**src/design/histPkg.sv**
```systemverilog
package histPkg;

    // bin index width and bins per pixel histogram
    localparam int binBits = 4;
    localparam int binNum = 16;

    // pixels visited in one acquisition sweep
    localparam int pixelNum = 4;
    localparam int pixelBits = 2;

    // samples per pixel before moving on
    localparam int samplesPerPixel = 3;
    localparam int sampleBits = 2;

    // sweeps that make one frame
    localparam int acqNum = 6;
    localparam int acqBits = 3;

    // 18 samples per pixel per frame fit easily
    localparam int countBits = 8;

    // peak window half-width, in bins
    localparam int windowHalf = 2;

    // bin index of a sample or a peak
    typedef logic [binBits-1:0] binIdxT;

    // pixel currently being filled
    typedef logic [pixelBits-1:0] pixelIdxT;

    // occupancy of one bin
    typedef logic [countBits-1:0] countT;

    // highest bin and full window width, as bin indices
    localparam binIdxT lastBin = binIdxT'(binNum - 1);
    localparam binIdxT windowSpan = binIdxT'(2 * windowHalf);

    // sequencer states
    // collect takes samples, the two drain states let the frame results settle
    typedef enum logic [1:0] {
        collect = 2'd0,
        drain1 = 2'd1,
        drain2 = 2'd2
    } seqStateT;

endpackage

```
**src/design/histSequencer.sv**
```systemverilog
`timescale 1ns/10ps

module histSequencer (
    input  logic              clk,
    input  logic              combin_res,
    input  logic              wrEn,
    output logic              sampleAccept,
    output histPkg::pixelIdxT pixel,
    output logic              frameDone,
    output logic              frameParity
);

    histPkg::seqStateT state;

    // position inside the pixel, and the acquisition sweep
    logic [histPkg::sampleBits-1:0] sampleCnt;
    logic [histPkg::acqBits-1:0] acqCnt;

    // wrap conditions of the nested counters
    logic pixelEnd;
    logic sweepEnd;
    logic frameEnd;

    // strobes only count while collecting
    assign sampleAccept = wrEn && (state == histPkg::collect);

    // innermost counter wraps after samplesPerPixel samples
    assign pixelEnd = (sampleCnt == histPkg::samplesPerPixel - 1);
    // last sample of the last pixel closes a sweep
    assign sweepEnd = pixelEnd && (pixel == histPkg::pixelNum - 1);
    // last sweep of the frame
    assign frameEnd = sweepEnd && (acqCnt == histPkg::acqNum - 1);

    // nested sample, pixel and acquisition counters
    always_ff @(posedge clk or negedge combin_res) begin
        if (!combin_res) begin
            sampleCnt <= '0;
            pixel <= '0;
            acqCnt <= '0;
        end else if (sampleAccept) begin
            if (pixelEnd) begin
                sampleCnt <= '0;
                // next pixel, or back to pixel 0 after the sweep
                if (sweepEnd) begin
                    pixel <= '0;
                    // acquisition wraps on the frame's last sample
                    if (frameEnd) begin
                        acqCnt <= '0;
                    end else begin
                        acqCnt <= acqCnt + 1'b1;
                    end
                end else begin
                    pixel <= pixel + 1'b1;
                end
            end else begin
                sampleCnt <= sampleCnt + 1'b1;
            end
        end
    end

    // frame end pulse, parity and drain walk
    always_ff @(posedge clk or negedge combin_res) begin
        if (!combin_res) begin
            state <= histPkg::collect;
            frameDone <= 1'b0;
            frameParity <= 1'b0;
        end else begin
            // one-cycle pulse by default
            frameDone <= 1'b0;
            case (state)
                histPkg::collect: begin
                    if (sampleAccept && frameEnd) begin
                        frameDone <= 1'b1;
                        frameParity <= ~frameParity;
                        state <= histPkg::drain1;
                    end
                end
                // memory clears and peaks get handed over here
                histPkg::drain1: state <= histPkg::drain2;
                // window results latched, maxima cleared
                histPkg::drain2: state <= histPkg::collect;
                default: state <= histPkg::collect;
            endcase
        end
    end

endmodule

```
**src/design/binMemory.sv**
```systemverilog
`timescale 1ns/10ps

module binMemory (
    input  logic              clk,
    input  logic              combin_res,
    input  logic              sampleAccept,
    input  histPkg::pixelIdxT pixel,
    input  histPkg::binIdxT   addr,
    input  logic              frameDone,
    output histPkg::countT    binCount,
    output logic              countValid,
    output histPkg::pixelIdxT countPixel,
    output histPkg::binIdxT   countBin
);

    // one count per pixel and bin
    histPkg::countT mem [histPkg::pixelNum][histPkg::binNum];

    // incremented value of the addressed bin
    histPkg::countT nextCount;

    assign nextCount = mem[pixel][addr] + 1'b1;

    // histogram store
    // zero after reset and again after every frame
    always_ff @(posedge clk or negedge combin_res) begin
        if (!combin_res) begin
            for (int p = 0; p < histPkg::pixelNum; p++) begin
                for (int b = 0; b < histPkg::binNum; b++) begin
                    mem[p][b] <= '0;
                end
            end
        end else if (frameDone) begin
            // frame clear, the whole array in one edge
            for (int p = 0; p < histPkg::pixelNum; p++) begin
                for (int b = 0; b < histPkg::binNum; b++) begin
                    mem[p][b] <= '0;
                end
            end
        end else if (sampleAccept) begin
            mem[pixel][addr] <= nextCount;
        end
    end

    // new count with its pixel and bin, valid the cycle after acceptance
    always_ff @(posedge clk or negedge combin_res) begin
        if (!combin_res) begin
            binCount <= '0;
            countValid <= 1'b0;
            countPixel <= '0;
            countBin <= '0;
        end else begin
            countValid <= sampleAccept;
            // hold the last reported count between samples
            if (sampleAccept) begin
                binCount <= nextCount;
                countPixel <= pixel;
                countBin <= addr;
            end
        end
    end

endmodule

```
**src/design/peakTracker.sv**
```systemverilog
`timescale 1ns/10ps

module peakTracker (
    input  logic                                      clk,
    input  logic                                      combin_res,
    input  logic                                      countValid,
    input  histPkg::countT                            binCount,
    input  histPkg::pixelIdxT                         countPixel,
    input  histPkg::binIdxT                           countBin,
    input  logic                                      frameDone,
    output histPkg::countT  [histPkg::pixelNum-1:0]   maxCount,
    output histPkg::binIdxT [histPkg::pixelNum-1:0]   maxBin,
    output logic                                      peaksReady
);

    // strictly greater only
    // ties keep the bin that got there first
    logic newMax;

    assign newMax = countValid && (binCount > maxCount[countPixel]);

    // frameDone delayed one edge
    // final sample's count is folded in by then
    always_ff @(posedge clk or negedge combin_res) begin
        if (!combin_res) begin
            peaksReady <= 1'b0;
        end else begin
            peaksReady <= frameDone;
        end
    end

    // running maximum per pixel
    always_ff @(posedge clk or negedge combin_res) begin
        if (!combin_res) begin
            maxCount <= '0;
            maxBin <= '0;
        end else if (peaksReady) begin
            // results are taken on this same edge, start the next frame empty
            maxCount <= '0;
            maxBin <= '0;
        end else if (newMax) begin
            maxCount[countPixel] <= binCount;
            maxBin[countPixel] <= countBin;
        end
    end

endmodule

```
**src/design/windowCalc.sv**
```systemverilog
`timescale 1ns/10ps

module windowCalc (
    input  logic                                      clk,
    input  logic                                      combin_res,
    input  logic                                      peaksReady,
    input  histPkg::countT  [histPkg::pixelNum-1:0]   maxCount,
    input  histPkg::binIdxT [histPkg::pixelNum-1:0]   maxBin,
    output histPkg::binIdxT [histPkg::pixelNum-1:0]   peakBin,
    output histPkg::countT  [histPkg::pixelNum-1:0]   peakCount,
    output histPkg::binIdxT [histPkg::pixelNum-1:0]   windowLow,
    output histPkg::binIdxT [histPkg::pixelNum-1:0]   windowHigh,
    output logic                                      peakValid
);

    // window bounds before latching
    histPkg::binIdxT [histPkg::pixelNum-1:0] lowNext;
    histPkg::binIdxT [histPkg::pixelNum-1:0] highNext;

    // centred window, pushed inside the bin range at either edge
    always_comb begin
        for (int p = 0; p < histPkg::pixelNum; p++) begin
            if (maxBin[p] < histPkg::windowHalf) begin
                // near bin 0
                lowNext[p] = '0;
                highNext[p] = histPkg::windowSpan;
            end else if (maxBin[p] > histPkg::lastBin - histPkg::windowHalf) begin
                // near the top bin
                lowNext[p] = histPkg::lastBin - histPkg::windowSpan;
                highNext[p] = histPkg::lastBin;
            end else begin
                lowNext[p] = maxBin[p] - histPkg::binIdxT'(histPkg::windowHalf);
                highNext[p] = maxBin[p] + histPkg::binIdxT'(histPkg::windowHalf);
            end
        end
    end

    // frame results, held until the next frame end
    always_ff @(posedge clk or negedge combin_res) begin
        if (!combin_res) begin
            peakBin <= '0;
            peakCount <= '0;
            windowLow <= '0;
            windowHigh <= '0;
            peakValid <= 1'b0;
        end else begin
            peakValid <= peaksReady;
            if (peaksReady) begin
                peakBin <= maxBin;
                peakCount <= maxCount;
                windowLow <= lowNext;
                windowHigh <= highNext;
            end
        end
    end

endmodule

```
**src/design/histTop.sv**
```systemverilog
`timescale 1ns/10ps

module histTop (
    input  logic                                      clk,
    input  logic                                      combin_res,
    input  logic                                      wrEn,
    input  histPkg::binIdxT                           addr,
    output histPkg::countT                            binCount,
    output logic                                      countValid,
    output logic                                      frameParity,
    output logic                                      peakValid,
    output histPkg::binIdxT [histPkg::pixelNum-1:0]   peakBin,
    output histPkg::countT  [histPkg::pixelNum-1:0]   peakCount,
    output histPkg::binIdxT [histPkg::pixelNum-1:0]   windowLow,
    output histPkg::binIdxT [histPkg::pixelNum-1:0]   windowHigh
);

    // sequencer to memory
    logic sampleAccept;
    histPkg::pixelIdxT pixel;
    logic frameDone;

    // count stream tags for the peak search
    histPkg::pixelIdxT countPixel;
    histPkg::binIdxT countBin;

    // running maxima into the window stage
    histPkg::countT [histPkg::pixelNum-1:0] maxCount;
    histPkg::binIdxT [histPkg::pixelNum-1:0] maxBin;
    logic peaksReady;

    // nested counters, frame end and drain
    histSequencer uSequencer (
        .clk          (clk),
        .combin_res   (combin_res),
        .wrEn         (wrEn),
        .sampleAccept (sampleAccept),
        .pixel        (pixel),
        .frameDone    (frameDone),
        .frameParity  (frameParity)
    );

    // per-pixel histograms
    binMemory uBinMemory (
        .clk          (clk),
        .combin_res   (combin_res),
        .sampleAccept (sampleAccept),
        .pixel        (pixel),
        .addr         (addr),
        .frameDone    (frameDone),
        .binCount     (binCount),
        .countValid   (countValid),
        .countPixel   (countPixel),
        .countBin     (countBin)
    );

    // most-populated bin per pixel
    peakTracker uPeakTracker (
        .clk        (clk),
        .combin_res (combin_res),
        .countValid (countValid),
        .binCount   (binCount),
        .countPixel (countPixel),
        .countBin   (countBin),
        .frameDone  (frameDone),
        .maxCount   (maxCount),
        .maxBin     (maxBin),
        .peaksReady (peaksReady)
    );

    // frame results and clamped windows
    windowCalc uWindowCalc (
        .clk        (clk),
        .combin_res (combin_res),
        .peaksReady (peaksReady),
        .maxCount   (maxCount),
        .maxBin     (maxBin),
        .peakBin    (peakBin),
        .peakCount  (peakCount),
        .windowLow  (windowLow),
        .windowHigh (windowHigh),
        .peakValid  (peakValid)
    );

endmodule

```
**config.mk**
```make
export PLATFORM = sky130hd
export DESIGN_NAME = histTop
export DESIGN_NICKNAME = d
export VERILOG_FILES = /design/src/design/histPkg.sv /design/src/design/histSequencer.sv /design/src/design/binMemory.sv /design/src/design/peakTracker.sv /design/src/design/windowCalc.sv /design/src/design/histTop.sv
export SDC_FILE = /design/constraint.sdc
export NUM_CORES = 1
export LEC_CHECK = 0
export ABC_AREA = 1
export BUFFER_PORTS_ARGS = -buffer_cell sky130_fd_sc_hd__buf_2
export CORE_UTILIZATION = 60
export CTS_CLUSTER_DIAMETER = 40
export DETAILED_ROUTE_END_ITERATION = 10
export PLACE_DENSITY_LB_ADDON = 0.1
export SYNTH_ARGS = -nofsm -noshare
export SYNTH_HDL_FRONTEND = slang
export SYNTH_SLANG_ARGS = --single-unit
```
**constraint.sdc**
```tcl
create_clock -name clk -period 5.45 [get_ports clk]
set_input_delay 0.2725 -clock clk [delete_from_list [all_inputs] [get_ports clk]]
set_output_delay 0.2725 -clock clk [all_outputs]
set_load 0.02 [all_outputs]
```
**Word level (Yosys, flattened, before mapping)**

Index checks and enable logic that the tools add are counted.

- $add $sub $neg: 12
- Magnitude comparators: 15
- Mux-type cells: 48
- Reductions and logical operators: 14
- Bitwise logic cells: 3
- Equal/unequal tests: 5

Operators with widths:

| kind | number |
|---|---|
| 512-bit 2-to-1 mux | 2 |
| 512-bit bitwise mux | 1 |
| 128-bit 2-to-1 mux | 3 |
| 128-bit binary-select mux with 2-bit select | 1 |
| 128-bit demux with 2-bit select | 1 |
| 4-bit 2-to-1 mux | 17 |
| 32-bit 2-to-1 mux | 2 |
| 8-bit 2-to-1 mux | 5 |
| 8-bit binary-select mux with 4-bit select | 1 |
| 32-bit bitwise mux | 1 |
| 8-bit demux with 4-bit select | 1 |
| 16-bit 2-to-1 mux | 2 |
| 4-bit by 2-bit adder with 4-bit output, second input constant | 4 |
| 8-bit binary-select mux with 2-bit select | 1 |
| 16-bit bitwise mux | 1 |
| 8-bit demux with 2-bit select | 1 |
| 4-bit greater-than comparator, second input constant | 4 |
| 4-bit by 2-bit less-than comparator with 1-bit output, second input constant | 4 |
| 4-bit by 2-bit subtractor with 4-bit output, second input constant | 4 |
| 8-bit by 1-bit adder with 8-bit output, second input constant | 1 |
| 4-bit demux with 2-bit select | 1 |
| 8-bit greater-than comparator | 1 |
| 1-bit logical AND | 8 |
| 2-bit 2-to-1 mux | 3 |
| 22 further kinds | 27 |

- Bits of input ports: 7
- Register bits after elaboration: 668
- Output and inout bits: 91
- Word-level logic and storage cells: 197

**Depth between registers and ports, before layout**

Gate-level depths: netlist of run 1.

- Word-level depth: 11
- Depth in mapped cells: 22
- Mapped depth without buffers: 17

**Modules after synthesis**

Synthesis of run 1 repeated with hierarchy kept, for this count alone.

- Cells, all modules: 4,270
- Area, all modules: 32,643.8 um^2

Modules (own cells, without submodules):

| module | cells each | area each (um^2) | times used | sequential area each (um^2) |
|---|---|---|---|---|
| binMemory | 3,505 | 26,148.8 | 1 | 13,187.6 |
| windowCalc | 385 | 3,310.7 | 1 | 1,826.8 |
| peakTracker | 320 | 2,661.3 | 1 | 1,226.2 |
| histSequencer | 60 | 523.0 | 1 | 275.3 |

**Worst setup path before layout of run 1**

No wires, ideal clock.

- Path type: register to register
- From: reg uBinMemory.countPixel[1]
- To: reg uPeakTracker.maxBin[12] (netlist bit)
- Data required time: 5.312 ns
- Cell stages (with the launch flop): 18
- Setup time: 0.138 ns
- Clock period less this slack: 2.739 ns
- Buffers on the path: 2
- Arrival time: 2.601 ns
- Setup slack: 2.711 ns
- Cell sequence: dfrtp_1 clkbuf_1 inv_1 nor2_1 inv_1 o22ai_1 a221oi_1 ha_1 nand2_1 o21ai_0 nand2_1 o211ai_1 nand2_1 a31oi_1 nand3_1 nand2_1 clkbuf_1 o22ai_1

- Word-level cells in the longest chain between the ends: 7
- Elaborated cells on any way between the ends: 13
- Classes of those cells: order compare: 3; mux: 7; reduce/logical: 3

Ends and longest elaborated chain:

| what | RTL line | text |
|---|---|---|
| start, declared | binMemory.sv:12 | `output histPkg::pixelIdxT countPixel,` |
| start signal, assigned | binMemory.sv:57 | `countPixel <= pixel;` |
| branches (longest 7 deep; another with 8-bit greater-than comparator) | -- |  |
| end signal, assigned by index | peakTracker.sv:43 | `maxBin[countPixel] <= countBin;` |
| end, declared | peakTracker.sv:12 | `output histPkg::binIdxT [histPkg::pixelNum-1:0] maxBin,` |

Parallel ways; which one is timed is not known. The select of a mux whose other input is x is not followed.
A chain may end at the register's enable or synchronous reset.

**Worst setup path after layout of run 1**

- From: reg uSequencer.pixel[0]
- To: reg uBinMemory.mem[182] (netlist bit)

- Word-level cells in the longest chain between the ends: 11
- Elaborated cells on any way between the ends: 16
- Classes of those cells: add/sub: 1; order compare: 2; mux: 11; bitwise: 1; reduce/logical: 1

Ends and longest elaborated chain:

| what | RTL line | text |
|---|---|---|
| start, declared | histSequencer.sv:8 | `output histPkg::pixelIdxT pixel,` |
| start signal, assigned | histSequencer.sv:53 | `pixel <= pixel + 1'b1;` |
| 2-bit inverter with 3-bit output (implied by the code) (*) | binMemory.sv:22, binMemory.sv:41 |  |
| 128-bit binary-select mux with 2-bit select | binMemory.sv:22 | `assign nextCount = mem[pixel][addr] + 1'b1;` |
| 128-bit 2-to-1 mux (implied by the code) (2 in a row) | binMemory.sv:22 |  |
| 8-bit binary-select mux with 4-bit select | binMemory.sv:22 |  |
| 8-bit 2-to-1 mux (implied by the code) (2 in a row) | binMemory.sv:22 |  |
| 8-bit by 1-bit adder with 8-bit output | binMemory.sv:22 |  |
| 512-bit bitwise mux (*) | binMemory.sv:41 | `mem[pixel][addr] <= nextCount;` |
| 512-bit 2-to-1 mux (*) | binMemory.sv:40 | `end else if (sampleAccept) begin` |
| 512-bit 2-to-1 mux (*) | binMemory.sv:33 | `end else if (frameDone) begin` |
| end signal, assigned by index | binMemory.sv:41 |  |
| end, declared | binMemory.sv:17 | `histPkg::countT mem [histPkg::pixelNum][histPkg::binNum];` |

Mark *: on every way between the ends. The rest lies on a longest branch, timed or not. The select of a mux whose other input is x is not followed.

==> impl_results.md, run 1 <==
- Maximum vdd drop: 0.378 mV
- Final Setup Violations: 0
- Number of gates resized after CTS: 0
- Setup slack, reg-to-reg: 1.20 ns
- Total grt overflow: 0
- Crit path from: uSequencer.pixel[0]
- DR vias/cell: 5.91
- Slew headroom: 13.7%
- Synth Area in Adders: 0.883%
- # DRC: 0
- Synth unique cells: 33
- Nets: 4283
- DRT antenna net count: 0
- Main combinational cell family by area after synthesis: simple AND/OR/NAND/NOR gates
- Syn Nets: 4264
- Vias in the first global route: 28600
- Worst Setup End Kind: flop
- Leak pwr: 19.9 nW
- Synth warn: 0
- R2R depth: 18
- # IOs: 98
- Final worst-path setup slack: 1.20 ns
- FFs w/ async S/R, synth: 100%
- Pre-Repair DR Iteration Count: 8
- CTS max path bufs: 3
- Slew of the pin with the lowest slew margin: 1.29 ns
- Worst skew pair latency: 0.66 ns
- Layout Cells excl Fill: 5035
- Placement Rows: 85
- Die Height: 235 um
- Hold Path Class: in -> reg
- Via count: between 20000 and 30000
- Fin crit period: 4.25 ns
- Critical path arrival: a little under 5 ns
- Fill cells: roughly 4400
- Synthesized flop and latch total: 660
- Initial Utilization: 60.7%
- Period utilization: between 70 and 80%
- Max Clk Rate: 0.235 GHz
- Area of the core: 53700 um^2
- Skew final: 0.0248 ns
- Gp weighted congestion: slightly below 1
- Largest net degree at the start of global routing: 166
- Die W: 235 um
- Register area share after synthesis: 50.7%
- Antenna violations before repair: 3
- Hold WS: 0.143 ns
- Post-Synth XOR/XNOR Area: 0.0807%
- Pre-CTS setup slack: 1.35 ns
- Setup crit start kind: flop
- Synth Area in Simple Gates: 26.6%
- R2R Path Start: uSequencer.pixel[0]
- # H-tree levels: 3
- Dpl cells: 4842
- Post-synth EDFFs: 0
- Final Hold Vio Count: 0
- CP max FO: 43
- Setup repair after global routing missed its margin: no
- WS Path Type: reg -> reg
- Share of layout cells above drive strength 1: 8.81%
- Synth Instances: 4234
- Total die area: ~55000 um^2
- RR Endpoint: uBinMemory.mem[182]
- Critical path data required time: 6.05 ns
- Syn_area_per_cell: 7.69 um^2
- CTS tree: done
- Post-synth top flop: dfrtp_1
- Max_cap viols: 0
- Mux cell area share after synthesis: 0%
- Cell area after synthesis: ~33000 um^2
- Clock root cell: clkbuf_16
- Status: finished, final reports clean
- DR iter-0 viols: about 3500
- DR WL/cell: 19.8 um
- GRT Overall Usage: around 36%
- IO Port Bufs: 97
- Reg clk slew, reported paths: 0.06 ns
- WL final: 99600 um
- Setup TNS: 0 ns
- First-pass GRT wire length: 158000 um
- Sink Count: 660
- CTS buffer count: 103
- Max-slew violations: 0
- Critical Path Sink: uBinMemory.mem[182]
- PwrDens: a little under 600 nW/um^2
- DP HPWL: 61300 um
- Synth-to-layout area growth: 13.7%
- Post-synthesis compound-gate area fraction: 11.9%
-- cell usage after synthesis (8+ instances only) --
master,n,area [um^2]
a21o_1,8,60.1
a21oi_1,122,611
buf_1,28,105
buf_2,82,410
buf_4,21,158
buf_6,36,405
clkbuf_1,85,319
dfrtp_1,660,16500
ha_1,23,288
inv_1,478,1790
nand2_1,1522,5710
nand3_1,135,676
nand4_1,193,1210
nor2_1,251,942
o211ai_1,29,218
o21ai_0,259,1300
o21ai_1,56,280
o22ai_1,184,1150
-- state kept, by name (all words and copies together), names as in the netlist, 3 cells and up --
| signal | cells |
|---|---|
| uSequencer.acqCnt | 3 |
| uWindowCalc.peakCount | 32 |
| uWindowCalc.windowLow | 8 |
| uPeakTracker.maxBin | 16 |
| uWindowCalc.windowHigh | 16 |
| uBinMemory.mem | 512 |
| uPeakTracker.maxCount | 32 |
| uBinMemory.binCount | 8 |
| uWindowCalc.peakBin | 16 |
| uBinMemory.countBin | 4 |
-- logic make-up after synthesis --
| kind of cell | count (synthesis) |
|---|---|
| XOR/XNOR | 3 |
| adder cells (fa/ha/maj) | 23 |
| AND/OR/NAND/NOR | 2122 |
| AO/OA/AOI/OAI | 688 |
| flip-flops | 660 |
| buffers and inverters | 738 |
-- area by class of cell --
cell class | instances | area, um^2 | area share [%]
flip-flops and latches | 660 | 16500 | 44.6
clock inverters | 72 | 963 | 2.60
clock buffers | 118 | 2730 | 7.36
well taps | 696 | 871 | 2.35
diodes | 1 | 2.50 | 0.00676
inverters | 486 | 1840 | 4.97
multi-input cells | 2836 | 12900 | 34.9
repair buffers | 166 | 1190 | 3.22
-- metrics by stage --
stage | utilization, % | total power, W | area [um^2]
2_1_floorplan | - | 0.0121 | 32600
3_3_place_gp | 62.1 | 0.0142 | 33300
3_5_place_dp | 62.1 | 0.0143 | 33300
4_1_cts | 69.0 | 0.0214 | 37000
5_1_grt | 69.0 | 0.0226 | 37000
6_report | 69.0 | 0.0215 | 37000
-- per-layer routing --
metal / vias to the layer above / routed length [um] / part of all wire (%) / global-route usage (%)
li1: 13700 / - / - / -
met1: 14100 / 39500 / 40 / 48.3
met2: 1625 / 45500 / 46 / 56.7
met3: 337 / 9740 / 9.8 / 8.12
met4: 2 / 4940 / 5.0 / 18.1
met5: - / 9 / 0.0090 / 0
-- how the worst min path moves through the flow --
stage          cells after the start       start  slack [ns]                       end
6_report                           3     addr[2]        0.14    uBinMemory.countBin[2]
5_1_grt                            3     addr[3]        0.13    uBinMemory.countBin[3]
4_1_cts                            3     addr[2]        0.06    uBinMemory.countBin[2]
3_5_place_dp                       1  combin_res        0.34  uWindowCalc.windowLow[6]
3_3_place_gp                       1  combin_res        0.35  uWindowCalc.windowLow[6]
2_1_floorplan                      0  combin_res       -0.02    uBinMemory.binCount[0]
-- critical path: stages, from the launching register on --
cell	delay, ns
dfrtp_4	0.58
inv_6	0.33
buf_12	0.31
buf_4	0.25
nor2_1	0.05
o21ai_1	0.29
nand2_1	0.11
nand2_1	0.07
nor2_1	0.05
nor2_1	0.17
nor2_1	0.06
nand2_1	0.13
nand2_1	0.13
nor2_2	0.20
nand2_1	0.11
nand2_2	0.66
buf_4	0.42
nand4_1	0.13
nand2_1	0.10
-- cell usage in the layout (no fill, tap or decap), types with 6 or more instances in the layout --
master / synthesis / layout
nand2_1: 1522 / 1517
dfrtp_1: 660 / 657
inv_1: 478 / 477
o21ai_0: 259 / 258
nor2_1: 251 / 250
nand4_1: 193 / 193
o22ai_1: 184 / 184
nand3_1: 135 / 131
a21oi_1: 122 / 122
clkbuf_16: 0 / 104
buf_2: 82 / 96
o21ai_1: 56 / 55
buf_4: 21 / 53
o211ai_1: 29 / 29
ha_1: 23 / 23
bufinv_16: 0 / 17
clkinv_2: 0 / 15
inv_6: 0 / 14
buf_12: 0 / 14
clkinvlp_4: 0 / 13
clkinv_4: 0 / 10
nand2_2: 3 / 8
a21o_1: 8 / 8
a221oi_1: 7 / 7
nor3_1: 7 / 7
a22o_1: 7 / 7
clkbuf_8: 0 / 7
clkbuf_1: 85 / 7
or2_2: 6 / 6
-- what timing repair did --
action / in CTS / in global routing
hold buffers: 2 / 0
hold endpoints to repair: 87 / 0
setup buffers: 0 / 0
-- power breakdown --
part / switching (W) / internal [W] / leakage [nW]
clock: 0.00253 / 0.00444 / 1.78
sequential: 0.000801 / 0.00645 / 8.49
combinational: 0.00503 / 0.00223 / 9.63
Note: power is estimated with default switching activity, not from simulation.
==> inputs of run 2 (changes only) <==
- clock period: 5.45 -> 4 ns (I/O delays scaled with it)
==> run 2 against run 1 <==
  * Non-clock buffer count is 45 higher
  * Combinational power is 39% higher
  * Clock-buffer cell count is 1 higher
  * Routed wire length is 0.68% higher
  * Largest cell class unchanged
  * Largest power group unchanged
==> impl_results.md, run 2 (synthesis gave the netlist of run 1 again) <==
- Status: finished, final reports clean
- CP max FO: 44
- Overall Power: 0.0293 W
- Hold Path Class: in -> reg
- GRT Overall Usage: 36.6%
- DR iter-0 viols: 3443
- Critical path arrival: 4.32 ns
- Placement Rows: 85
- Worst skew pair latency: 0.65 ns
- Crit-path cells: inv_6 -> buf_12 -> buf_4 -> nand2_1 -> nand3_1 -> nand2_1 -> nand2_1 -> nand2_1 -> nor2_1 -> nor2_1 -> nor2_1 -> nand2_2 -> nand2_1 -> nor2_2 -> nand3_4 -> buf_4 -> nand4_1 -> nand2_1
- Max_cap viols: 0
- Critical path data required time: ~4.6 ns
- Maximum vdd drop: 0.581 mV
- Total grt overflow: 0
- Clock root cell: clkbuf_16
- CP dominant cell by count: nand2_1
- Nets: between 4000 and 5000
- Leak pwr: 20.1 nW
- Vias in the first global route: 28700
- CTS max path bufs: 3
- Area of the core: 53700 um^2
- Cell family with most CP delay: simple AND/OR/NAND/NOR gates
- Max FFs per register: 512
- Number of gates resized after CTS: 0
- DR vias/cell: 5.92
- WS Path Type: reg -> reg
- Fin crit period: around 3.7 ns
- Sink Count: 660
- Biggest register: uBinMemory.mem
- Setup TNS: 0 ns
- Largest net degree at the start of global routing: 151
- Pre-Repair DR Iteration Count: 9
- Synth-to-layout area growth: 14.7%
- Die Height: between 200 and 250 um
- Multi-input logic area: 12900 um^2
- Worst path max stage delay: between 0.6 and 0.7 ns
- Skew final: 0.0169 ns
- Die W: 235 um
- IO Port Bufs: 97
- Slew headroom: 24.9%
- FF/Latch Area: between 15000 and 20000 um^2
- Reg clk slew, reported paths: 0.06 ns
- PwrDens: 783 nW/um^2
- CTS tree: done
- Gp weighted congestion: just over 0.9
- Commonest non-fill, non-tap cell in the layout: nand2_1
- Buf/Inv on CP: 4
- # H-tree levels: 3
- Pre-CTS setup slack: 0.382 ns
- CTS buffer count: 98
- DRT antenna net count: 0
- DR WL/cell: 19.8 um
- Share of layout cells above drive strength 1: about a tenth
- Antenna violations before repair: 1
- Setup crit start kind: flop
- Via count: approximately 30000
- Final Hold Vio Count: 0
- Initial Utilization: roughly three fifths
- Util after Layout: 69.5%
- Max Clk Rate: 0.267 GHz
- # DRC: 0
- Slowest CP cell: dfrtp_4
- Final Setup Violations: 0
- Total die area: 55200 um^2
- First-pass GRT wire length: 159000 um
- Post-CTS setup buffers: 0
- Fill cells: 4382
- DP HPWL: 63200 um
- Worst Setup End Kind: flop
- WL final: 100000 um
- Layout Cells excl Fill: 5069
- # IOs: 98
- Final worst-path setup slack: 0.252 ns
- Max-slew violations: 0
- Dpl cells: between 4000 and 5000
- Most frequent cells in the layout: nand2_1 (1517), dfrtp_1 (657), inv_1 (477)
- Largest registers: uBinMemory.mem: 512 flops, uPeakTracker.maxCount: 32 flops, uWindowCalc.peakCount: 32 flops
- Slew of the pin with the lowest slew margin: 1.13 ns
- Setup repair after global routing missed its margin: no
- Period utilization: 93.7%
run 2: changes by cell type in the layout (fill, tap and decap cells not counted), sizes merged:
cell         previous run  this run
buf                   164       208
clkinv                 29        18
inv                   499       505
clkinvlp               13         9
bufinv                 17        14
clkbuf                118       119
dlygate4sd3             2         3
run 2: power breakdown:
part	switching, W	internal [W]	total (W)
logic	0.00682	0.00332	0.0101
clock network	0.00335	0.00579	0.00914
registers	0.00119	0.00879	0.00998
run 2: worst reg2reg max path: cells and delay by family (launching register included):
kind	cells	cell delay [ns]
DFF	1	0.69
buffers and inverters	4	1.38
and+or+nand+nor	14	1.59
run 2: per-stage QoR:
| step | instance area (um^2) | hold slack (ns) |
|---|---|---|
| after floorplan | 32600 | -0.0956 |
| final | 37400 | 0.0615 |
| after detailed placement | 33800 | 0.296 |
| after global placement | 33800 | 0.287 |
| after CTS | 37300 | 0.00557 |
| after global routing | 37300 | 0.0590 |
run 2: repair_timing:
item	in CTS	in global routing
endpoints found under the setup margin	0	0
hold buffers	3	0
hold endpoints to repair	83	0
run 2: final timing paths:
check / end / from / cells past startpoint / slack, ns
min in group asynchronous: uWindowCalc.windowHigh[6] / combin_res / 2 / 0.18
max in group asynchronous: uBinMemory.mem[198] / combin_res / 3 / 2.79
worst max register to register: uBinMemory.mem[158] / uSequencer.pixel[0] / 18 / 0.25
worst min register to register: uSequencer.state[1] / uSequencer.state[1] / 1 / 0.42
worst max-delay path: uBinMemory.mem[158] / uSequencer.pixel[0] / 18 / 0.25
worst min-delay path: uBinMemory.countBin[2] / addr[2] / 3 / 0.06
run 2: routing by layer:
metal	GRT usage [%]	routed length [um]
met1	49.9	40300
met2	57.8	46300
met3	5.70	9420
met4	16.9	4240
met5	0	13
run 2: cell type report:
cell class                      instances  share of cell area (%)
Tap cell                              696                    2.33
Clock inverter                         60                    2.15
Antenna cell                            1                 0.00670
Sequential cell                       660                    44.2
Clock buffer                          119                    7.25
Multi-Input combinational cell       2836                    34.6
Inverter                              486                    4.93
Timing Repair Buffer                  211                    4.51
